$ cat config.mk
export PLATFORM = sky130hd
export DESIGN_NAME = gobou_mac
export DESIGN_NICKNAME = d
export VERILOG_FILES = /design/src/source/gobou_pkg.sv /design/src/source/gobou_mac.sv
export SDC_FILE = /design/constraint.sdc
export NUM_CORES = 1
export LEC_CHECK = 0
export BUFFER_PORTS_ARGS = -buffer_cell sky130_fd_sc_hd__buf_2
export CAP_MARGIN = 20
export CORE_UTILIZATION = 35
export DETAILED_ROUTE_END_ITERATION = 8
export PLACE_DENSITY_LB_ADDON = 0.08
export SYNTH_ARGS = -nofsm -noshare
export SYNTH_HDL_FRONTEND = slang
export SYNTH_SLANG_ARGS = --single-unit
$ cat constraint.sdc
create_clock -name clk -period 23 [get_ports clk]
set_input_delay 3.45 -clock clk [delete_from_list [all_inputs] [get_ports clk]]
set_output_delay 3.45 -clock clk [all_outputs]
set_load 0.1 [all_outputs]
$ cat src/source/gobou_pkg.sv
package gobou_pkg;

  // ====================
  // datapath widths
  // ====================
  localparam int DWIDTH = 16;

  typedef logic signed [DWIDTH-1:0]   data_t;
  // product or running sum
  typedef logic signed [2*DWIDTH-1:0] acc_t;

  // fraction shift
  typedef logic [3:0]  qbits_t;

  typedef logic [11:0] img_addr_t;
  typedef logic [11:0] net_addr_t;
  typedef logic [15:0] count_t;

  // ====================
  // layer sequencer
  // ====================
  typedef enum logic [1:0] {
    S_IDLE,
    S_READ,
    S_DRAIN,
    S_WRITE
  } ctrl_state_t;

endpackage

$ cat src/source/gobou_mac.sv
`timescale 1ns/1ps

module gobou_mac (
  input  logic              clk,
  input  logic              xrst,
  input  logic              acc_en,
  input  logic              acc_first,
  input  logic              acc_bias,
  input  gobou_pkg::data_t  img_rdata,
  input  gobou_pkg::data_t  net_rdata,
  input  gobou_pkg::qbits_t qbits,
  input  logic              relu_en,
  output gobou_pkg::data_t  result
);
  import gobou_pkg::*;

  logic  en_d;
  logic  first_d;
  logic  bias_d;
  logic  upd;
  acc_t  prod;
  acc_t  bias_term;
  acc_t  term;
  acc_t  acc;
  data_t shifted;
  data_t rounded;

  // align controls with memory read data
  always_ff @(posedge clk) begin
    if (!xrst) begin
      en_d    <= 1'b0;
      first_d <= 1'b0;
      bias_d  <= 1'b0;
      upd     <= 1'b0;
    end else begin
      en_d    <= acc_en;
      first_d <= acc_first;
      bias_d  <= acc_bias;
      upd     <= en_d;
    end
  end

  // ====================
  // accumulate
  // ====================
  assign prod      = acc_t'(img_rdata) * acc_t'(net_rdata);
  // bias is stored at output scale
  assign bias_term = acc_t'(net_rdata) <<< qbits;
  assign term      = bias_d ? bias_term : prod;

  always_ff @(posedge clk) begin
    if (en_d)
      acc <= first_d ? term : acc + term;
  end

  // ====================
  // rounder and relu
  // ====================
  assign shifted = data_t'(acc >>> qbits);
  // negative sums step down by one
  assign rounded = acc[$bits(acc_t)-1] ? shifted - 16'sd1 : shifted;

  // holds until the next neuron accumulates
  always_ff @(posedge clk) begin
    if (upd)
      result <= (relu_en && rounded[$bits(data_t)-1]) ? '0 : rounded;
  end

endmodule

* After elaboration in Yosys (flattened, before gate mapping) *
Index checks and enable logic that the tools add are counted.
W data, S select, Z words.

storage, ports and cells
  register bits after elaboration = 52
  memories kept = 0
  word-level logic and storage cells = 15
  bits in latches = 0
  output and inout bits = 16
  bits of input ports = 42
  memory bits (read-only) = 0
  RAM bits = 0

cells by class
  $mul = 1
  $lt $le $gt $ge = 0
  muxes and demuxes = 3
  equality and inequality tests = 0
  reduce and logical (&&, ||, !) cells = 1
  $add $sub $neg = 2
  bitwise logic cells = 0
  shift operators = 2
  div/mod/pow operators = 0

operators by type and width
  kind                     number
  $mux W32                 2
  $add A32 B32 Y32         1
  $mul A16 B16 Y32         1
  $sshl A16 B4 Y32         1
  $sshr A32 B4 Y16         1
  $mux W16                 1
  $sub A16 B2 Y16 const B  1
  $logic_and A1 B1 Y1      1

* Depth between registers and ports, before layout *
  word-level depth = 4
  depth in mapped cells = 34
  gate-level depth less buffers = 32

* Worst setup path before layout *
OpenSTA, ideal clock, no wires.

  path kind = input to register
  start = in net_rdata[1]
  end = reg acc[30] (data pin)
  slack = 11.901 ns
  data required time = 22.741 ns
  buffers on the path = 2
  arrival time = 10.840 ns
  cell stages on the path = 29
  cell sequence = clkbuf_1 -> clkbuf_1 -> nand2_1 -> fa_1 -> fa_1 -> fa_1 -> inv_1 -> fa_1 -> fa_1 -> inv_1 -> fa_1 -> inv_1 -> ha_1 -> and3_1 -> a31o_2 -> a21oi_1 -> a21boi_0 -> a211o_1 -> a21oi_1 -> xnor2_1 -> mux2_2 -> ha_1 -> a2111oi_0 -> a21oi_1 -> a221o_1 -> nand4_1 -> a21boi_0 -> mux2_2 -> a211o_1

on the way
  cells in the longest elaborated chain, start to end = 4

ends and longest elaborated chain
  item                                                         RTL line                          text
  from (decl)                                                  gobou_mac.sv:10                   input gobou_pkg::data_t net_rdata,
  $mul A16 B16 Y32 / $sshl A16 B4 Y32 (equally long branches)  gobou_mac.sv:46, gobou_mac.sv:48
  $mux W32 (*)                                                 gobou_mac.sv:49                   assign term = bias_d ? bias_term : prod;
  $add A32 B32 Y32                                             gobou_mac.sv:53                   acc <= first_d ? term : acc + term;
  $mux W32 (*)                                                 gobou_mac.sv:53
  to (signal assigned)                                         gobou_mac.sv:53
  to (decl)                                                    gobou_mac.sv:24                   acc_t acc;

Every way passes the cells marked *; elsewhere a longest branch is shown, timed or not.
A chain may end at the register's enable or synchronous reset.

* Worst setup path after layout *
  start = in net_rdata[1]
  end = reg acc[29] (data pin)

The elaborated chain is that of the path after synthesis.

==> metrics.log <==
INFO  metric final_period_minus_worst_setup_slack = 11.54 ns
INFO  metric num_vias = 11634
INFO  metric maximum_number_of_pins_on_one_net_before_global_route_repair = 64
INFO  metric vias_in_the_first_global_route = 12482
INFO  metric drt_pre_antenna_iters = 5
INFO  metric maxCapViolations = 0
INFO  metric critical_path.max_fanout = 20
INFO  metric finalHoldViolations = 0
INFO  metric ctsLongestPathBuffers = 2
INFO  metric syn_avg_cell_area = 9.259 um2
INFO  metric post_detailed_route_count_of_antenna_violating_nets = 0
INFO  metric yosys.area.top_type = sky130_fd_sc_hd__fa_1
INFO  metric initial_core_util = 35.67%
INFO  metric crit_path_end_kind = register
INFO  metric synth_top_area_share = 33.16%
INFO  metric crit_path_max_incr_delay = 0.60 ns
INFO  metric count_of_flip_flops_with_a_built_in_enable_after_synthesis = 48
INFO  metric die_h = 215 um
INFO  metric row_count = 77
INFO  metric critical-path-top-cell-by-count = sky130_fd_sc_hd__fa_1
INFO  metric die_width = 215 um
INFO  metric post_drt_wl_per_cell = 18.19 um
INFO  metric postSynthRegisterBits = 52
INFO  metric yosys-top-cells-area = sky130_fd_sc_hd__fa_1, sky130_fd_sc_hd__ha_1, sky130_fd_sc_hd__edfxtp_1
INFO  metric antenna_found_initial = 0
INFO  metric root_buffer = sky130_fd_sc_hd__clkbuf_16
INFO  metric rsz_0062_raised_after_global_routing = no
INFO  metric detailedRoute.firstIterationViolations = 661
INFO  metric grt_pass1_wl = 69.97 mm
INFO  metric mostFrequentLayoutCell = sky130_fd_sc_hd__inv_1
INFO  metric clkLatencyLatePin = 0.31 ns
INFO  metric synth_nets = 2136
INFO  metric h-tree-depth = 2
INFO  metric core_region_area = 44510 um2
INFO  metric globalRoute.totalOverflow = 0
INFO  metric ys.flop_type = sky130_fd_sc_hd__edfxtp_1
INFO  metric period_share = 50.18%
INFO  metric drc_errors = 0
INFO  metric synthCells = 1715
INFO  metric critical_path_arrival = 11.59 ns
INFO  metric crit_path_kind = in -> reg
INFO  metric fin_worst_skew = 0.01663 ns
INFO  metric global_route.usage.total = 19.17%
INFO  metric tightest_slew = 0.8011 ns
INFO  metric gpl_congestion = 0.8219
INFO  metric final_layout_size_suffix_gt1_share = 9.150%
INFO  metric pin_count = 58
INFO  metric tritoncts_clock_tree = done
INFO  metric setup_total_negative_slack = 0 ns
INFO  metric setup_viol_count_final = 0
INFO  metric resized_gates_after_cts = 0
INFO  metric hold_buffers = 0
INFO  metric die_area = 46230 um2
INFO  metric mappedNetlistArea = 15880 um2
INFO  metric setup.worst_path.start_class = input pin
INFO  metric layout.nets = 2125
INFO  metric syn_to_final_growth = 5.894%
INFO  metric detail_route.vias_per_cell = 5.060
INFO  metric tritoncts_num_sinks = 52
INFO  metric cts_buffers = 5
INFO  metric critical_path.slowest_cell = sky130_fd_sc_hd__a21boi_0
INFO  metric post_cts_buffers = 0
INFO  metric hpwlAfterDp = 33.73 mm
INFO  metric ys_types = 63
INFO  metric finalMaxSlewViolations = 0
INFO  metric clkTransAtPathRegs = 0.08 ns
INFO  metric hold_class = reg -> reg
INFO  metric async_flop_share = 0%
INFO  metric max_clock_freq = 86.64 MHz
INFO  metric synth-seq-area-share = 9.582%
INFO  metric run_status = completed
INFO  metric required = 23.05 ns
INFO  metric yosysWarnings = 0
INFO  metric total_wire_length = 41.82 mm
INFO  metric i_o_buffers = 57
INFO  metric leading_cell_types_in_the_layout_fill_and_taps_excluded = sky130_fd_sc_hd__inv_1, sky130_fd_sc_hd__fa_1, sky130_fd_sc_hd__nand2_1
INFO  metric max_slew_margin = 46.60%
-- worst max-delay path: cells and delay by family --
family / cells / cell delay [ns]
buffers and inverters: 4 / 0.52
AO/OA/AOI/OAI: 9 / 2.07
adder cells (fa/ha/maj): 8 / 3.76
AND/OR/NAND/NOR: 7 / 1.46
XOR/XNOR: 2 / 0.31
-- cell usage after synthesis (all sizes together) (10+ instances only) --
library cell  number
a211oi            15
a21o              35
a21oi             51
and2             130
and3              10
buf               15
clkbuf            67
edfxtp            48
fa               263
ha               116
inv              309
mux2              25
mux2i             32
mux4              46
nand2            197
nand2b            15
nand3             17
nor2              60
nor3              15
o21a              13
o21ai             69
xnor2             48
xor2              18
-- final cells by class --
cell class,instances,area (um2)
multi-input combinational,1272,12860
tap,592,740.7
timing repair buffer,64,337.8
antenna,2,5.005
inverter,309,1160
clock buffer,6,128.9
clock inverter,2,60.06
sequential,52,1523
fill,4610,27700
-- registers in the layout, summed over array words and instances (netlist names) --
name / cells
acc: 32
result: 16
bias_d: 1
en_d: 1
first_d: 1
upd: 1
-- per-stage QoR --
stage                     area (um2)  hold WS, ns  setup slack, ns  util [%]  cells
final                          16810       0.7461            11.46     37.78   2299
after detailed placement       16620       0.7310            11.17     37.34   2289
after global routing           16810       0.8028            10.80     37.77   2297
after floorplan                15880       0.6273            11.90         -   1715
after global placement         16620       0.7482            11.13     37.34   2289
after CTS                      16810       0.7686            11.47     37.77   2297
-- per-layer routing --
layer,GRT usage [%],routed length (um)
met1,27.37,19700
met4,1.939,314
met5,0,0
met2,32.21,20070
met3,2.180,1731
-- cell families after synthesis --
kind of cell    synth area share (%)
mux                            10.31
simple gates                   14.67
fa+ha+maj                      42.30
compound gates                 10.06
flops                          9.582
buf+inv                        9.432
xor+xnor                       3.640
-- worst paths after layout --
path	start	endpoint	slack, ns	cells after the start
max	net_rdata[1]	acc[29]$_DFFE_PP_	11.46	30
min	acc[0]$_DFFE_PP_	acc[0]$_DFFE_PP_	0.75	2
max reg2reg	bias_d$_SDFF_PN0_	acc[30]$_DFFE_PP_	18.18	16
min reg2reg	acc[0]$_DFFE_PP_	acc[0]$_DFFE_PP_	0.75	2
Power is left out: the tool's default activity adds up to more than one toggle a clock period on the data nets, which glitch-free logic cannot reach.
