--- config.mk ---
export PLATFORM = sky130hd
export DESIGN_NAME = ninjin_regs
export DESIGN_NICKNAME = d
export VERILOG_FILES = /design/src/source/ninjin_pkg.sv /design/src/source/gobou_pkg.sv /design/src/source/ninjin_regs.sv
export SDC_FILE = /design/constraint.sdc
export NUM_CORES = 1
export LEC_CHECK = 0
export BUFFER_PORTS_ARGS = -buffer_cell sky130_fd_sc_hd__buf_2
export CORE_MARGIN = 1
export CORE_UTILIZATION = 53
export CTS_CLUSTER_DIAMETER = 50
export DETAILED_ROUTE_END_ITERATION = 10
export PLACE_DENSITY = 0.77
export RECOVER_POWER = 100
export SLEW_MARGIN = 0
export SYNTH_ARGS = -nofsm -noshare
export SYNTH_HDL_FRONTEND = slang
export SYNTH_SLANG_ARGS = --single-unit
--- constraint.sdc ---
create_clock -name clk -period 1.49 [get_ports clk]
set_input_delay 0.0745 -clock clk [delete_from_list [all_inputs] [get_ports clk]]
set_output_delay 0.0745 -clock clk [all_outputs]
set_load 0.1 [all_outputs]
--- src/source/ninjin_pkg.sv ---
package ninjin_pkg;

  // ====================
  // host side widths
  // ====================
  typedef logic [31:0] word_t;

  // 64 register ports
  typedef logic [5:0] reg_addr_t;

  // half-word count field
  localparam int LWIDTH = 16;

  // ====================
  // register map
  // ====================
  // any write starts a job
  localparam reg_addr_t REG_REQ        = 6'd1;
  localparam reg_addr_t REG_QBITS      = 6'd2;
  localparam reg_addr_t REG_IN_OFFSET  = 6'd3;
  localparam reg_addr_t REG_OUT_OFFSET = 6'd4;
  localparam reg_addr_t REG_NET_OFFSET = 6'd5;

  // total_out upper half, total_in lower half
  localparam reg_addr_t REG_BASE       = 6'd10;

  // bit 31 is bias_en
  localparam reg_addr_t REG_BIAS       = 6'd15;

  // bit 31 is relu_en
  localparam reg_addr_t REG_ACTV       = 6'd16;

  // bit 0 is ack
  localparam reg_addr_t REG_STATUS     = 6'd62;

endpackage

--- src/source/gobou_pkg.sv ---
package gobou_pkg;

  // ====================
  // datapath widths
  // ====================
  localparam int DWIDTH = 16;

  typedef logic signed [DWIDTH-1:0]   data_t;
  // product or running sum
  typedef logic signed [2*DWIDTH-1:0] acc_t;

  // fraction shift
  typedef logic [3:0]  qbits_t;

  typedef logic [11:0] img_addr_t;
  typedef logic [11:0] net_addr_t;
  typedef logic [15:0] count_t;

  // ====================
  // layer sequencer
  // ====================
  typedef enum logic [1:0] {
    S_IDLE,
    S_READ,
    S_DRAIN,
    S_WRITE
  } ctrl_state_t;

endpackage

--- src/source/ninjin_regs.sv ---
`timescale 1ns/1ps

module ninjin_regs (
  input  logic                  clk,
  input  logic                  xrst,
  input  logic                  reg_we,
  input  logic                  reg_re,
  input  ninjin_pkg::reg_addr_t reg_addr,
  input  ninjin_pkg::word_t     reg_wdata,
  input  logic                  done,
  output ninjin_pkg::word_t     reg_rdata,
  output logic                  reg_rvalid,
  output logic                  start,
  output logic                  ack,
  output gobou_pkg::qbits_t     qbits,
  output gobou_pkg::img_addr_t  in_offset,
  output gobou_pkg::img_addr_t  out_offset,
  output gobou_pkg::net_addr_t  net_offset,
  output gobou_pkg::count_t     total_out,
  output gobou_pkg::count_t     total_in,
  output logic                  bias_en,
  output logic                  relu_en
);
  import ninjin_pkg::*;
  import gobou_pkg::*;

  // raw words as written by the host
  word_t req_word;
  word_t qbits_word;
  word_t in_off_word;
  word_t out_off_word;
  word_t net_off_word;
  word_t base_word;
  word_t bias_word;
  word_t actv_word;

  // ====================
  // host writes
  // ====================
  always_ff @(posedge clk) begin
    if (!xrst) begin
      req_word     <= '0;
      qbits_word   <= '0;
      in_off_word  <= '0;
      out_off_word <= '0;
      net_off_word <= '0;
      base_word    <= '0;
      bias_word    <= '0;
      actv_word    <= '0;
      start        <= 1'b0;
    end else begin
      start <= reg_we && (reg_addr == REG_REQ);
      if (reg_we) begin
        case (reg_addr)
          REG_REQ:        req_word     <= reg_wdata;
          REG_QBITS:      qbits_word   <= reg_wdata;
          REG_IN_OFFSET:  in_off_word  <= reg_wdata;
          REG_OUT_OFFSET: out_off_word <= reg_wdata;
          REG_NET_OFFSET: net_off_word <= reg_wdata;
          REG_BASE:       base_word    <= reg_wdata;
          REG_BIAS:       bias_word    <= reg_wdata;
          REG_ACTV:       actv_word    <= reg_wdata;
          default: ;
        endcase
      end
    end
  end

  // job status, low while a job runs
  always_ff @(posedge clk) begin
    if (!xrst)
      ack <= 1'b0;
    else if (start)
      ack <= 1'b0;
    else if (done)
      ack <= 1'b1;
  end

  // ====================
  // readback
  // ====================
  always_ff @(posedge clk) begin
    if (!xrst)
      reg_rvalid <= 1'b0;
    else
      reg_rvalid <= reg_re;
  end

  always_ff @(posedge clk) begin
    if (reg_re) begin
      case (reg_addr)
        REG_REQ:        reg_rdata <= req_word;
        REG_QBITS:      reg_rdata <= qbits_word;
        REG_IN_OFFSET:  reg_rdata <= in_off_word;
        REG_OUT_OFFSET: reg_rdata <= out_off_word;
        REG_NET_OFFSET: reg_rdata <= net_off_word;
        REG_BASE:       reg_rdata <= base_word;
        REG_BIAS:       reg_rdata <= bias_word;
        REG_ACTV:       reg_rdata <= actv_word;
        REG_STATUS:     reg_rdata <= word_t'(ack);
        default:        reg_rdata <= '0;
      endcase
    end
  end

  // field unpacking
  assign qbits      = qbits_word[$bits(qbits_t)-1:0];
  assign in_offset  = in_off_word[$bits(img_addr_t)-1:0];
  assign out_offset = out_off_word[$bits(img_addr_t)-1:0];
  assign net_offset = net_off_word[$bits(net_addr_t)-1:0];
  assign total_out  = base_word[2*LWIDTH-1:LWIDTH];
  assign total_in   = base_word[LWIDTH-1:0];
  assign bias_en    = bias_word[$bits(word_t)-1];
  assign relu_en    = actv_word[$bits(word_t)-1];

endmodule

* Word level (Yosys, flattened, before mapping)
Cells that the tools add are included.
** Operators by class
- Eq/ne operators :: 9
- Multiplexer cells :: 1
- Bitwise logic cells :: 1
- Reduce and logical (&&, ||, !) cells :: 10
** Operators with widths (count)
- $pmux 32 s9 :: 1
- $reduce_and 2->1 :: 8
- $eq 6x2->1 const B :: 2
- $eq 6x3->1 const B :: 2
- $eq 6x4->1 const B :: 2
- $eq 6x1->1 const B :: 1
- $eq 6x5->1 const B :: 1
- $eq 6x6->1 const B :: 1
- $reduce_or 2->1 :: 1
- $logic_and 1x1->1 :: 1
- $not 1->1 :: 1
** Storage, ports and cells
- Bits in registers :: 291
- Input bits :: 43
- Output and inout port bits :: 109
- Word-level logic and storage cells :: 33

* Logic depth before layout (Yosys ltp)
- Depth after elaboration :: 2
- Mapped depth :: 7

* Worst setup path before layout
Ideal clock, no wire load.
- Path kind :: input-to-reg
- Start :: input port reg_addr[1]
- End :: register reg_rdata[16], data pin
- Library setup time :: 0.141 ns
- Arrival time :: 1.410 ns
- Data required time :: 1.349 ns
- Path slack :: -0.062 ns
- Stages on the path :: 7
- Cells stage by stage :: clkbuf_1 -> nor2b_1 -> and3_1 -> buf_2 -> buf_1 -> a22oi_1 -> nand4_1
** Between the ends
- Cells in the longest elaborated chain, start to end :: 2
- Elaborated cells between the ends (all ways) :: 10
- Classes of those cells :: eq/ne (9); mux (1)
** Ends and longest elaborated chain
- from (decl) :: line ninjin_regs.sv:8 : input ninjin_pkg::reg_addr_t reg_addr,
- $eq 6x6->1, or another cell as far along :: line ninjin_regs.sv:91 : case (reg_addr)
- $pmux 32 s9 * :: line ninjin_regs.sv:91
- to (signal assigned) :: line ninjin_regs.sv:92 : REG_REQ: reg_rdata <= req_word;
- to (signal assigned) :: line ninjin_regs.sv:93 : REG_QBITS: reg_rdata <= qbits_word;
- to (signal assigned) :: line ninjin_regs.sv:94 : REG_IN_OFFSET: reg_rdata <= in_off_word;
- to (decl) :: line ninjin_regs.sv:11 : output ninjin_pkg::word_t reg_rdata,
Mark *: on every way between the ends. The rest lies on a longest branch, timed or not.
A chain may end at the register's enable or synchronous reset.

* Worst setup path after layout
- Start :: register ack
- End :: output port ack
** RTL lines
- from (decl) :: line ninjin_regs.sv:14 : output logic ack,
- from (signal assigned) :: line ninjin_regs.sv:72 : ack <= 1'b0;
- from (signal assigned) :: line ninjin_regs.sv:74 : ack <= 1'b0;
- from (signal assigned) :: line ninjin_regs.sv:76 : ack <= 1'b1;
No word-level cell between the ends.

==> run summary <==
GR Overflow Total = 0
syn avg cell area = 8.63 sq um
Clk pin slew, worst setup/hold paths = 0.06 ns
Worst Setup End Kind = output port
worst setup margin = -0.00128 ns
post-route ant nets = 0
Final Hold Vio Count = 0
Longest Clk Path Bufs = 3
WL/cell = 19.8 microns
CP required = 1.42 ns
CTS tree = yes
Pins Over Slew Limit = 0
DRT Pass-1 Iters = 5
cell family with the largest share of critical-path delay = buffers and inverters
Final Cell Area = 15000 sq um
Worst Skew = 0.0135 ns
Yosys warnings = 0
Setup Viol. Count Final = 1
Root Driver = clkbuf_16
post-CTS setup buffer count = 0
Routed WL = 37700 microns
# rows = 55
Max-Cap Viols = 0
vias in the first global route = 11000
later-pin clock latency in the skew report = 0.54 ns
Die H = 156 microns
Hold WC Path Type = primary input to flop
Syn Std Cell Area = 12500 sq um
Synth Net Count = 1497
initial antenna violation count = 0
maximum clock frequency = 671 MHz
Final Critical Period = 1.49 ns
worst vdd ir = 800 uV
worst slack, placed = -0.218 ns
clk sink count = 291
I/O Buffers = 151
DR iter-0 viols = 1055
initial cell density of the core = 54.8%
H-tree Lvls = 1
status = finished, violations left
GRT Total Usage = 31.0%
Nets = 1612
largest net degree at the start of global routing = 68
global-route wire length before repair = 59200 microns
area delta synth->final = 19.2%
Leakage = 5.28 nW
RSZ-0062 raised after global routing = no
Vias = 11200
share of cells above drive strength 1 = 18.4%
vias per cell = 5.90
failing checks = setup timing
GPL Wtd Cong = 0.848
CP max FO = 3
total placed instance area = 13900 sq um
clock buffer count from CTS = 29
dpl hpwl = 23700 microns
slowest cell on the critical path = buf_2
pin slew with the least headroom to its limit = 1.20 ns
Die X = 156 microns
DRC = 0
final hold slack = 0.0939 ns
Bufs and invs on worst path = 1
WS Path Type = flop to output port
CORE AREA = 22900 sq um
Post-Synthesis Cells = 1454
Final Cycle Share = 100%
sequential area share after synthesis = 49.0%
pwr/cell area = 1080 nW/um^2
# IOs = 152
CP peak stage delay = 0.48 ns
Synth cell types = 33
Synth Register Bits = 291
CP arrival = 1.42 ns
crit path cell chain = buf_2
Worst Setup Start Kind = flop
die area = 24300 sq um
relative slew slack = 20.1%
==> repair_timing <==
item,CTS,global route
endpoints found under the setup margin,2,1
endpoints found under the hold margin,257,0
resized for setup,2,1
hold buffers,34,0
==> through the flow <==
stage | power, mW | setup TNS, ns | util [%] | std cells
after CTS | 16.3 | 0 | 66.1 | 1903
final | 16.2 | -0.00128 | 65.3 | 1904
after floorplan | 8.89 | -1.08 | - | 1454
after global routing | 16.6 | 0 | 65.3 | 1903
after detailed placement | 9.20 | -28.47 | 60.5 | 1817
after global placement | 9.19 | -21.88 | 60.5 | 1817
==> sequential cells by signal, summed over array words and instances (netlist names) <==
signal        count
actv_word        32
base_word        32
bias_word        32
in_off_word      32
net_off_word     32
out_off_word     32
qbits_word       32
reg_rdata        32
req_word         32
ack               1
reg_rvalid        1
start             1
==> worst register-to-register path, delay by kind of cell (launching register included) <==
kind	cells	cell delay, ns
flops	1	0.37
compound gates	1	0.26
mux	1	0.19
simple gates	1	0.12
==> kinds of logic (layout without fill, tap and decap cells) <==
| kind of cell | after synthesis | in the layout | synth area share (%) |
|---|---|---|---|
| and+or+nand+nor | 590 | 590 | 19.6 |
| AOI/OAI and AO/OA | 384 | 384 | 23.0 |
| DFF | 291 | 291 | 49.0 |
| buffers and inverters | 188 | 324 | 8.37 |
| muxes | 1 | 1 | 0.0798 |
| other | 0 | 1 | 0 |
==> power by group <==
part / total [mW] / switching [mW] / internal [mW] / leakage (nW)
logic: 1.07 / 0.755 / 0.318 / 2.40
clock network: 7.11 / 2.99 / 4.13 / 0.464
registers: 8.01 / 0.0337 / 7.98 / 2.42
==> placed cells by master (no fill, tap or decap), drive strengths merged <==
| master | instances |
|---|---|
| inv | 2 |
| nor2 | 7 |
| or4b | 1 |
| nand2b | 2 |
| clkbuf | 114 |
| a21oi | 1 |
| a21boi | 256 |
| or4 | 1 |
| nor3 | 7 |
| nor3b | 2 |
| dfxtp | 259 |
| nand4 | 33 |
| nand3b | 1 |
| nor4b | 1 |
| and4 | 1 |
| nand2 | 482 |
| mux2i | 1 |
| nor4 | 1 |
| buf | 170 |
| nand3 | 39 |
| clkinv | 4 |
| and2 | 4 |
| a2bb2oi | 1 |
| diode | 1 |
| or3 | 1 |
| and3 | 4 |
| dlygate4sd3 | 34 |
| nor2b | 3 |
| edfxtp | 32 |
| a22oi | 126 |
==> path summary, 6_finish.rpt <==
check	from	end	slack [ns]	depth (start not counted)
max	ack$_SDFFE_PP0P_	ack	-0.001	1
min	reg_we	base_word[11]$_SDFFE_PN0P_	0.09	4
max reg2reg	in_off_word[0]$_SDFFE_PN0P_	reg_rdata[0]$_DFFE_PP_	0.30	3
min reg2reg	start$_SDFF_PN0_	ack$_SDFFE_PP0P_	0.41	1
==> metal layers <==
layer	part of all wire, %	vias up	global-route usage, %
met4	3.6	0	12.9
met3	9.1	101	4.06
met5	0	-	0
met2	47	592	52.3
met1	40	5388	40.0
li1	-	5146	-
==> area by class of cell <==
class                      count  area, sq um
tap                          313          392
multi-input combinational    975         5420
antenna                        1         2.50
sequential                   291         6150
fill                        1835         7950
clock buffer                  47          905
inverter                       1         3.75
timing repair buffer         271         2060
clock inverter                 5         28.8
==> cell usage after synthesis <==
master | count | area share [%]
a21boi_0 | 205 | 12
a21boi_1 | 51 | 3.1
a21oi_1 | 1 | 0.040
a22oi_1 | 126 | 7.5
a2bb2oi_1 | 1 | 0.070
and2_1 | 4 | 0.20
and3_1 | 4 | 0.20
and4_1 | 1 | 0.070
buf_1 | 1 | 0.030
buf_2 | 44 | 1.8
buf_4 | 71 | 4.2
buf_6 | 3 | 0.27
clkbuf_1 | 68 | 2.0
dfxtp_1 | 259 | 41
edfxtp_1 | 32 | 7.7
inv_1 | 1 | 0.030
mux2i_1 | 1 | 0.080
nand2_1 | 482 | 14
nand2b_1 | 2 | 0.10
nand3_1 | 39 | 1.6
nand3b_1 | 1 | 0.060
nand4_1 | 33 | 1.6
nor2_1 | 7 | 0.21
nor2b_1 | 3 | 0.15
nor3_1 | 2 | 0.080
nor3_2 | 3 | 0.24
nor3_4 | 2 | 0.26
nor3b_1 | 2 | 0.12
nor4_1 | 1 | 0.050
nor4b_1 | 1 | 0.070
or3_1 | 1 | 0.050
or4_1 | 1 | 0.060
or4b_1 | 1 | 0.080
Power figures use the tool's default switching activity.
