## src/source/gobou_pkg.sv

```systemverilog
package gobou_pkg;

  // ====================
  // datapath widths
  // ====================
  localparam int DWIDTH = 16;

  typedef logic signed [DWIDTH-1:0]   data_t;
  // product or running sum
  typedef logic signed [2*DWIDTH-1:0] acc_t;

  // fraction shift
  typedef logic [3:0]  qbits_t;

  typedef logic [11:0] img_addr_t;
  typedef logic [11:0] net_addr_t;
  typedef logic [15:0] count_t;

  // ====================
  // layer sequencer
  // ====================
  typedef enum logic [1:0] {
    S_IDLE,
    S_READ,
    S_DRAIN,
    S_WRITE
  } ctrl_state_t;

endpackage

```

## src/source/gobou_ctrl.sv

```systemverilog
`timescale 1ns/1ps

module gobou_ctrl (
  input  logic                 clk,
  input  logic                 xrst,
  input  logic                 start,
  input  gobou_pkg::img_addr_t in_offset,
  input  gobou_pkg::img_addr_t out_offset,
  input  gobou_pkg::net_addr_t net_offset,
  input  gobou_pkg::count_t    total_out,
  input  gobou_pkg::count_t    total_in,
  input  logic                 bias_en,
  output logic                 busy,
  output logic                 done,
  output gobou_pkg::img_addr_t eng_addr,
  output logic                 eng_we,
  output gobou_pkg::net_addr_t net_raddr,
  output logic                 acc_en,
  output logic                 acc_first,
  output logic                 acc_bias
);
  import gobou_pkg::*;

  ctrl_state_t state;
  count_t      neuron;
  count_t      item;
  count_t      last_item;
  img_addr_t   in_ptr;
  net_addr_t   net_ptr;
  logic        drain_cnt;

  // bias adds one item per neuron
  assign last_item = total_in + count_t'(bias_en) - 16'd1;

  assign busy      = state != S_IDLE;
  assign acc_en    = state == S_READ;
  assign acc_first = acc_en && (item == '0);
  assign acc_bias  = acc_en && (item >= total_in);
  assign eng_we    = state == S_WRITE;
  assign eng_addr  = eng_we ? out_offset + img_addr_t'(neuron) : in_ptr;
  assign net_raddr = net_ptr;

  // ====================
  // sequencer
  // ====================
  always_ff @(posedge clk) begin
    if (!xrst) begin
      state     <= S_IDLE;
      done      <= 1'b0;
      neuron    <= '0;
      item      <= '0;
      in_ptr    <= '0;
      net_ptr   <= '0;
      drain_cnt <= 1'b0;
    end else begin
      done <= 1'b0;
      case (state)
        S_IDLE: begin
          if (start) begin
            neuron  <= '0;
            item    <= '0;
            in_ptr  <= in_offset;
            net_ptr <= net_offset;
            if (total_out == '0)
              done <= 1'b1;
            else
              state <= S_READ;
          end
        end
        S_READ: begin
          item    <= item + 16'd1;
          net_ptr <= net_ptr + 12'd1;
          // stays on the last input during the bias item
          if (item + 16'd1 < total_in)
            in_ptr <= in_ptr + 12'd1;
          if (item == last_item) begin
            drain_cnt <= 1'b0;
            state     <= S_DRAIN;
          end
        end
        S_DRAIN: begin
          // two cycles of memory and rounder latency
          drain_cnt <= 1'b1;
          if (drain_cnt)
            state <= S_WRITE;
        end
        S_WRITE: begin
          // skip the unread bias slot
          if (!bias_en)
            net_ptr <= net_ptr + 12'd1;
          neuron <= neuron + 16'd1;
          item   <= '0;
          in_ptr <= in_offset;
          if (neuron == total_out - 16'd1) begin
            done  <= 1'b1;
            state <= S_IDLE;
          end else begin
            state <= S_READ;
          end
        end
        default: state <= S_IDLE;
      endcase
    end
  end

  // host must not request a job before the previous ack
  assert property (@(posedge clk) disable iff (!xrst) start |-> state == S_IDLE)
    else $error("gobou_ctrl: start while a job is running");

endmodule

```

## config.mk

```make
export PLATFORM = sky130hd
export DESIGN_NAME = gobou_ctrl
export DESIGN_NICKNAME = d
export VERILOG_FILES = /design/src/source/gobou_pkg.sv /design/src/source/gobou_ctrl.sv
export SDC_FILE = /design/constraint.sdc
export NUM_CORES = 1
export LEC_CHECK = 0
export ABC_AREA = 1
export BUFFER_PORTS_ARGS = -buffer_cell sky130_fd_sc_hd__buf_2
export CORE_UTILIZATION = 53
export DETAILED_ROUTE_END_ITERATION = 6
export GPL_TIMING_DRIVEN = 0
export PLACE_DENSITY = 0.76
export SLEW_MARGIN = 5
export SYNTH_ARGS = -nofsm -noshare
export SYNTH_HDL_FRONTEND = slang
export SYNTH_SLANG_ARGS = --single-unit
```

## constraint.sdc

```tcl
create_clock -name clk -period 8.03 [get_ports clk]
set_input_delay 0.4015 -clock clk [delete_from_list [all_inputs] [get_ports clk]]
set_output_delay 0.4015 -clock clk [all_outputs]
set_load 0.05 [all_outputs]
```

# Word level (Yosys, flattened, before mapping)
# Cells that the tools add are included.
[classes] addsub=8 magnitude_cmp=2 n_eq_ne=11 muxes=22 n_reduce_logical=15
[op_table] cell="$pmux 12 s3" count=2
[op_table] cell="$mux 12" count=5
[op_table] cell="$pmux 16 s3" count=1
[op_table] cell="$add 16x1->16 const B" count=2
[op_table] cell="$eq 16x16->1" count=2
[op_table] cell="$logic_not 16->1" count=2
[op_table] cell="$pmux 16 s2" count=1
[op_table] cell="$sub 16x1->16 const B" count=2
[op_table] cell="$add 12x1->12 const B" count=2
[op_table] cell="$add 16x1->16" count=1
[op_table] cell="$ge 16x16->1" count=1
[op_table] cell="$lt 16x16->1" count=1
[op_table] cell="$mux 16" count=1
[op_table] cell="$add 12x12->12" count=1
[op_table] cell="$mux 2" count=4
[op_table] cell="$ne 2x2->1 const B" count=4
[op_table] cell="$pmux 2 s4" count=1
[op_table] cell="$reduce_and 2->1" count=3
[op_table] cell="$reduce_and 3->1" count=2
[op_table] cell="$reduce_bool 2->1" count=3
[op_table] cell="$mux 1" count=5
[op_table] cell="$eq 2x2->1 const B" count=2
[op_table] cell="$ne 2x1->1 const B" count=2
[op_table] cell="$pmux 1 s2" count=2
[op_table] cell="5 further kinds" count=6
[totals] register_bits=60 inputBits=72 word_cells=65

# Logic depth before layout (Yosys ltp)
# Gate-level depths: netlist (run 1).
[depth] depth_word=5 depth_mapped=20

# Worst setup path before layout (run 1)
# No wires, ideal clock.
[synth_path] kind="input to output" start="input out_offset[2]" end="output eng_addr[9]" arrival_time_ns=2.665 slack_ns=4.964 cell_stages=8 path_buffers=0 path_cell_list="ha_1 -> a21o_1 -> a31oi_1 -> inv_1 -> a21oi_1 -> o21ai_0 -> xnor2_1 -> o21ai_0"
[synth_between] elab_chain_len=2
[synth_lines] element="from (decl)" line_no="gobou_ctrl.sv:8" rtl="input gobou_pkg::img_addr_t out_offset,"
[synth_lines] element="$add 12x12->12" line_no="gobou_ctrl.sv:40" rtl="assign eng_addr = eng_we ? out_offset + img_addr_t'(neuron) : in_ptr;"
[synth_lines] element="$mux 12" line_no="gobou_ctrl.sv:40"
[synth_lines] element="to (decl)" line_no="gobou_ctrl.sv:15" rtl="output gobou_pkg::img_addr_t eng_addr,"
# Every way passes these cells.

# Final worst setup path (run 1)
[layout_path] start="register item[0]" end="register in_ptr[9]"
[layout_between] elab_chain_len=4
[layout_lines] element="from (decl)" line_no="gobou_ctrl.sv:26" rtl="count_t item;"
[layout_lines] element="from (signal assigned)" line_no="gobou_ctrl.sv:71" rtl="item <= item + 16'd1;"
[layout_lines] element="$add 16x1->16" line_no="gobou_ctrl.sv:74" rtl="if (item + 16'd1 < total_in)"
[layout_lines] element="$lt 16x16->1" line_no="gobou_ctrl.sv:74"
[layout_lines] element="$ne 2x1->1 (no line)"
[layout_lines] element="$reduce_and 3->1 (no line)"
[layout_lines] element="to (signal assigned)" line_no="gobou_ctrl.sv:62" rtl="in_ptr <= in_offset;"
[layout_lines] element="to (signal assigned)" line_no="gobou_ctrl.sv:75" rtl="in_ptr <= in_ptr + 12'd1;"
[layout_lines] element="to (signal assigned)" line_no="gobou_ctrl.sv:93" rtl="in_ptr <= in_offset;"
[layout_lines] element="to (decl)" line_no="gobou_ctrl.sv:28" rtl="img_addr_t in_ptr;"
# Every way passes these cells.
# A chain may end at the register's enable or synchronous reset.

==> results of run 1 <==
## report_power, final
part,internal (mW),switching (mW)
Combinational,0.219,0.575
Clock,0.256,0.140
Sequential,0.362,0.0737
## kinds of logic (layout without fill, tap and decap cells)
kind of cell,Yosys count,count (layout),synth area share (%)
AND/OR/NAND/NOR,482,482,35.6
buffers and inverters,141,258,9.06
XOR/XNOR,60,60,9.14
adder cells (fa/ha/maj),56,56,11.7
AO/OA/AOI/OAI,163,163,14.8
flip-flops,60,60,19.8
## sequential cells by signal (all words and copies together) (netlist names)
name,flops
in_ptr,12
state,2
drain_cnt,1
done,1
item,16
neuron,16
net_raddr,12
## worst paths after layout
| path | from | end | slack [ps] | cells past startpoint |
|---|---|---|---|---|
| worst max-delay path | item[0] | in_ptr[9] | 4670 | 19 |
| worst min-delay path | net_offset[8] | net_raddr[8] | 340 | 3 |
| worst max register to register | item[0] | in_ptr[9] | 4670 | 19 |
| worst min register to register | drain_cnt | drain_cnt | 510 | 2 |
## cell usage after synthesis (2+ instances only)
| cell | count |
|---|---|
| nand2_1 | 230 |
| nor2_1 | 109 |
| inv_1 | 108 |
| a21oi_1 | 81 |
| dfxtp_1 | 60 |
| o21ai_0 | 58 |
| nand3_1 | 56 |
| ha_1 | 55 |
| xor2_1 | 38 |
| nor3_1 | 22 |
| xnor2_1 | 19 |
| nand4_1 | 16 |
| clkbuf_1 | 13 |
| inv_2 | 9 |
| nand3b_1 | 8 |
| nor4_1 | 7 |
| or2_2 | 7 |
| nand3_2 | 6 |
| nand2_2 | 5 |
| nor2_2 | 5 |
| buf_2 | 4 |
| a221oi_1 | 3 |
| a31oi_1 | 3 |
| a22oi_1 | 2 |
| buf_1 | 2 |
| nor2_4 | 2 |
| nor3_2 | 2 |
| nor3_4 | 2 |
| nor3b_2 | 2 |
| o2111ai_1 | 2 |
| o22ai_1 | 2 |
| o31ai_1 | 2 |
## layout make-up
type                    count  area share, %
well taps                 140           2.49
multi-input cells         761           61.2
plain buffers              22           1.42
flip-flops and latches     60           17.0
clock buffers              12           3.64
repair buffers            101           7.17
clock inverters             4          0.675
inverters                 119           6.37
## layer usage
layer / track usage [%] / up-vias / wire length, µm
met3: 3.59 / 29 / 789
met4: 8.98 / 0 / 306
li1: - / 3395 / -
met2: 44.6 / 181 / 6980
met1: 37.0 / 2858 / 7590
met5: 0 / - / 0
## cell usage in the layout (no fill, tap or decap), types with 3 or more instances in the layout
cell type and count:
or2_2 7, xnor2_1 19, nor2_1 109, inv_1 108
nand3_1 56, a31oi_1 3, clkbuf_16 9, nand4_1 16
dfxtp_1 60, nand3b_1 8, nor3_1 22, clkbuf_1 14
ha_1 55, nand2_1 230, nand3_2 6, o21ai_0 58
buf_2 105, a21oi_1 81, nor4_1 7, nor2_2 5
inv_2 9, xor2_1 38, nand2_2 5, a221oi_1 3
## tightest hold or removal path, cell delays in order
cell     delay (ps)
buf_2            70
a21oi_1          50
a21oi_1         110
==> results.tsv, run 1 <==
stage	metric	value	unit
global_routing	grt-ovfl-total	0	
die	die_w	109	µm
setup_path	cp.buffers_inverters	1	
setup_path	worstPathArrival	3590	ps
setup_path	critPathSlowestCell	dfxtp_1	
timing	hold_viol	0	
finish	fill_cells	1099	
route	vias	6463	
die	pin_count	102	
route	drc	0	
synth	synth_area_leaders	dfxtp_1 (20%), nand2_1 (14%), ha_1 (11%)	
timing	slew_headroom	61.2	%
clocking	root_buffer	clkbuf_16	
placement	globalplace.congestion	0.909	
timing	whs	337	ps
finish	stdcell_area	0.00705	mm²
job	cap_violations	0	
clocking	cts_tree	built	
finish	layout-area-overhead-vs-synth	16.2	%
timing	finalCritPeriodShare	41.8	%
global_routing	antenna_found_initial	0	
timing	drv_slew	0	
synth	synth_async_sr_flop_share	0	%
synth	synth_edf_count	0	
worst_hold_path	holdCritPathClass	input port to flop	
die	dieArea	0.0119	mm²
power	powerDensity	231	mW/mm²
clocking	postCtsSetupBuffers	0	
die	die_y	109	µm
route	drtPass1Iterations	6	
clocking	clock_path_buffers	2	
placement	dp_cells	1203	
setup_path	crit_path_frequent_cell	nand2_1	
synth	syn_avg_cell_area	6.30	µm²
setup_path	cp-end-kind	flop	
clocking	clk_pin_slew_worst_paths	60	ps
setup_path	slowest_delay	470	ps
clocking	clock_latency	330	ps
timing	max_freq	0.298	GHz
setup_path	crit_type	flop to flop	
timing	min_period	3360	ps
synth	synth.top_cell.area_share	19.8	%
timing	worst_pin_slew	580	ps
setup_path	crit_chain	ha_1, nand3_2, nor3_4, nand3_2, nor3b_2, nand3_2, nor2_4, xor2_2, ha_1, nand2_1, o21ai_0, a21oi_1, nand2_1, nand2_1, nand2_1, clkbuf_1, nand2_1, nand2_1, nor2_1	
finish	register_area	0.00120	mm²
setup_path	crit_family	simple AND/OR/NAND/NOR gates	
synth	yosysWarnings	0	
synth	ys.flop_type	dfxtp_1	
synth	synth_top_cell_by_area	dfxtp_1	
timing	skew	7.17	ps
clocking	cts-htree-levels	3	
finish	antennaDiodeCount	0	
finish	final_util	64.2	%
timing	fin_tns_setup	0	ps
status	outcome	complete, no violations	
power	irDropWorstVdd	0.000332	V
finish	multi_input_area	0.00431	mm²
synth	ys_ff_latch	60	
timing	rsz0062_at_grt	false	
power	power	1.62	mW
global_routing	grt_usage	27.3	%
setup_path	startpoint_type	flop	
route	ant_nets	0	
synth	synthesis.area	0.00606	mm²
global_routing	grt_pass1_vias	5796	
finish	final_cells	1219	
power	leakagePower	3.39	nW
die	core_area	0.0110	mm²
synth	synth_cell_type_count	54	
setup_path	crit_required	8260	ps
route	wirelength	15700	µm
die	start_util	55.2	%
placement	hpwlAfterDp	12600	µm
finish	nNetsFinal	1202	
global_routing	grt_max_degree	11	
finish	drive_above_1_share	15.8	%
synth	syn-num-nets	1090	
route	viasPerCell	5.30	
die	rows	38	
global_routing	grt_pass1_wl	25700	µm
route	drt-wirelength-per-cell	12.9	µm
clocking	cts_made_buffers	9	
placement	io_buffers	101	
clocking	post_cts_resized	0	
route	drtIter0Drc	426	
synth	yosysSeqAreaShare	19.8	%
synth	synthCells	962	
timing	worst_slack	4670	ps
placement	pre_cts_slack	4700	ps
placement	dpl-instance-area	0.00674	mm²
setup_path	crit_fanout	10	
clocking	cts.sinks	60	
clocking	hold_buffers	0	
timing	setup_viol	0	
No activity file was read; power rests on OpenSTA's default activity.
==> inputs of run 2 (changes only) <==
Clock period 8.03 ns to 3.45 ns, I/O delays scaled along.
==> run 2 against run 1 <==
Compared with the run above:
- first-iteration DRC count shrank 5.2%
- routed wire length grew 0.13%
- clock-buffer cell count is the same
- critical path type unchanged
==> results.tsv, run 2 (same netlist as run 1, synthesis figures left out) <==
stage	metric	value	unit	change
timing	hold_viol	0		unchanged
power	irDropWorstVdd	0.000776	V	was 0.000332 V
global_routing	grt_pass1_vias	5796		unchanged
power	pwr-share-clk	24.3	%	about the same
setup_path	crit_path_end	in_ptr[8]		was in_ptr[9]
clocking	clk_pin_slew_worst_paths	60	ps	about the same
status	outcome	complete, no violations		unchanged
placement	io_buffers	101		unchanged
clocking	cts_tree	built		unchanged
die	die_w	109	µm	unchanged
power	leakagePower	3.39	nW	about the same
finish	fill_cells	1101		was 1099
global_routing	antenna_found_initial	0		unchanged
route	drtPass1Iterations	6		unchanged
setup_path	crit_fanout	10		unchanged
timing	slew_headroom	60.1	%	was 61.2%
setup_path	worstPathArrival	3330	ps	was 3590 ps
finish	reg_top3	item (16), neuron (16)		unchanged
die	pin_count	102		unchanged
finish	layout_common_cells	nand2_1 (230), inv_1 (108), nor2_1 (108)		was nand2_1 (230), nor2_1 (109), inv_1 (108)
setup_path	crit_type	flop to flop		unchanged
route	viasPerCell	5.30		about the same
timing	finalCritPeriodShare	90.1	%	was 41.8%
route	vias	6459		was 6463
setup_path	crit_start	item[0]		unchanged
worst_hold_path	whs_path_depth	3		unchanged
timing	skew	6.63	ps	was 7.17 ps
placement	globalplace.congestion	0.909		unchanged
setup_path	cp-end-kind	flop		unchanged
power	p_switching	1.84	mW	was 0.789 mW
global_routing	grt-ovfl-total	0		unchanged
finish	final_util	64.2	%	about the same
clocking	cts-htree-levels	3		unchanged
setup_path	startpoint_type	flop		unchanged
timing	min_period	3110	ps	was 3360 ps
power	swShare	48.6	%	was 48.5%
setup_path	rr_worst_depth	18		was 19
clocking	clock_latency	330	ps	about the same
timing	fin_tns_setup	0	ps	unchanged
power	p_int	1.95	mW	was 0.836 mW
setup_path	reg2reg_slack	340	ps	was 4670 ps
timing	max_freq	0.322	GHz	was 0.298 GHz
route	drc	0		unchanged
clocking	cts_made_buffers	9		unchanged
route	drtIter0Drc	404		was 426
finish	nNetsFinal	1202		unchanged
finish	antennaDiodeCount	0		unchanged
power	seqPwrFrac	26.8	%	about the same
finish	layout_commonest_cell	nand2_1		unchanged
finish	layout-area-overhead-vs-synth	16.4	%	was 16.2%
power	powerDensity	537	mW/mm²	was 231 mW/mm²
route	ant_nets	0		unchanged
power	combinationalPowerShare	48.9	%	about the same
placement	hpwlAfterDp	12600	µm	unchanged
timing	rsz0062_at_grt	false		unchanged
setup_path	crit_required	3670	ps	was 8260 ps
clocking	postCtsSetupBuffers	0		unchanged
clocking	clock_path_buffers	2		unchanged
finish	final_cells	1219		unchanged
job	cap_violations	0		unchanged
global_routing	grt_usage	27.3	%	unchanged
die	die_y	109	µm	unchanged
global_routing	grt_pass1_wl	25700	µm	unchanged
die	core_area	0.0110	mm²	unchanged
timing	drv_slew	0		unchanged
finish	drive_above_1_share	16.2	%	was 15.8%
global_routing	grt_max_degree	11		unchanged
placement	dp_cells	1203		unchanged
setup_path	timing.rr.end	in_ptr[8]		was in_ptr[9]
setup_path	reg2reg_from	item[0]		unchanged
timing	worst_pin_slew	597	ps	was 580 ps
die	rows	38		unchanged
clocking	cts.sinks	60		unchanged
clocking	root_buffer	clkbuf_16		unchanged
route	drt-wirelength-per-cell	12.9	µm	about the same
timing	setup_viol	0		unchanged
route	wirelength	15700	µm	about the same
die	dieArea	0.0119	mm²	unchanged
die	start_util	55.2	%	unchanged
worst_hold_path	holdCritPathClass	input port to flop		unchanged
[run 2: cell count changes in the layout (fill, tap and decap cells not counted)]
cell,delta
dfxtp_2,+2
clkbuf_1,-2
o21ai_1,+1
o21ai_0,-1
nor2_1,-1
dfxtp_1,-2
clkbuf_2,+2
nor2_2,+1
[run 2: final cells by class]
type,count,area (µm²),area share [%]
clock inverter,4,47.5,0.674
clock buffer,12,256,3.64
multi-input combinational,761,4320,61.2
buffer,22,103,1.45
inverter,119,449,6.37
sequential,60,1200,17.1
tap,140,175,2.48
timing repair buffer,101,505,7.16
[run 2: metrics by stage]
stage / worst slack (ps) / area, µm² / hold WS [ps] / total power [mW]
finish: 340 / 7060 / 109 / 3.79
floorplan: 638 / 6060 / 336 / 2.40
global placement: 88.7 / 6740 / 450 / 2.85
global route: 12.5 / 7060 / 149 / 4.06
detailed placement: 118 / 6740 / 460 / 2.85
CTS: 96.4 / 7050 / 110 / 3.78
[run 2: how the worst min path moves through the flow]
stage	from	end	slack [ps]
after global routing	net_offset[8]	net_raddr[8]	150
after CTS	net_offset[8]	net_raddr[8]	110
after detailed placement	net_offset[8]	net_raddr[8]	460
after global placement	net_offset[8]	net_raddr[8]	450
final	net_offset[8]	net_raddr[8]	110
after floorplan	net_offset[1]	net_raddr[1]	340
[run 2: what timing repair did]
action                     4_1_cts  5_1_grt
setup endpoints to repair        0       12
gates resized for setup          0        8
hold endpoints to repair         0        0
hold buffers                     0        0
[run 2: layer usage]
metal  part of all wire (%)  up-vias  track usage, %  wire length [µm]
met5                      0        -               0                 0
met4                    1.9        0            8.98               301
met3                    5.0       27            3.59               792
met2                     45      165            44.6              7020
met1                     48     2868            37.0              7580
li1                       -     3399               -                 -
[run 2: worst max-delay path, stage by stage (launching register included)]
cell and delay [ps]:
dfxtp_2 400, ha_1 220, nand3_2 120, nor3_4 170, nand3_2 110, nor3b_2 260, nand3_2 160, nor2_4 120
xor2_2 180, ha_1 250, nand2_1 80, o21ai_0 100, a21oi_1 130, nand2_1 80, nand2_1 60, nand2_1 100
clkbuf_2 210, o21ai_0 190, nor2_1 50
[run 2: power groups by stage]
stage / clock [mW] / sequential [mW] / combinational [mW]
2_1_floorplan: 0 / 1.20 / 1.20
3_3_place_gp: 0 / 1.02 / 1.83
3_5_place_dp: 0 / 1.02 / 1.83
4_1_cts: 0.928 / 1.01 / 1.84
5_1_grt: 0.963 / 1.04 / 2.05
6_report: 0.922 / 1.02 / 1.85
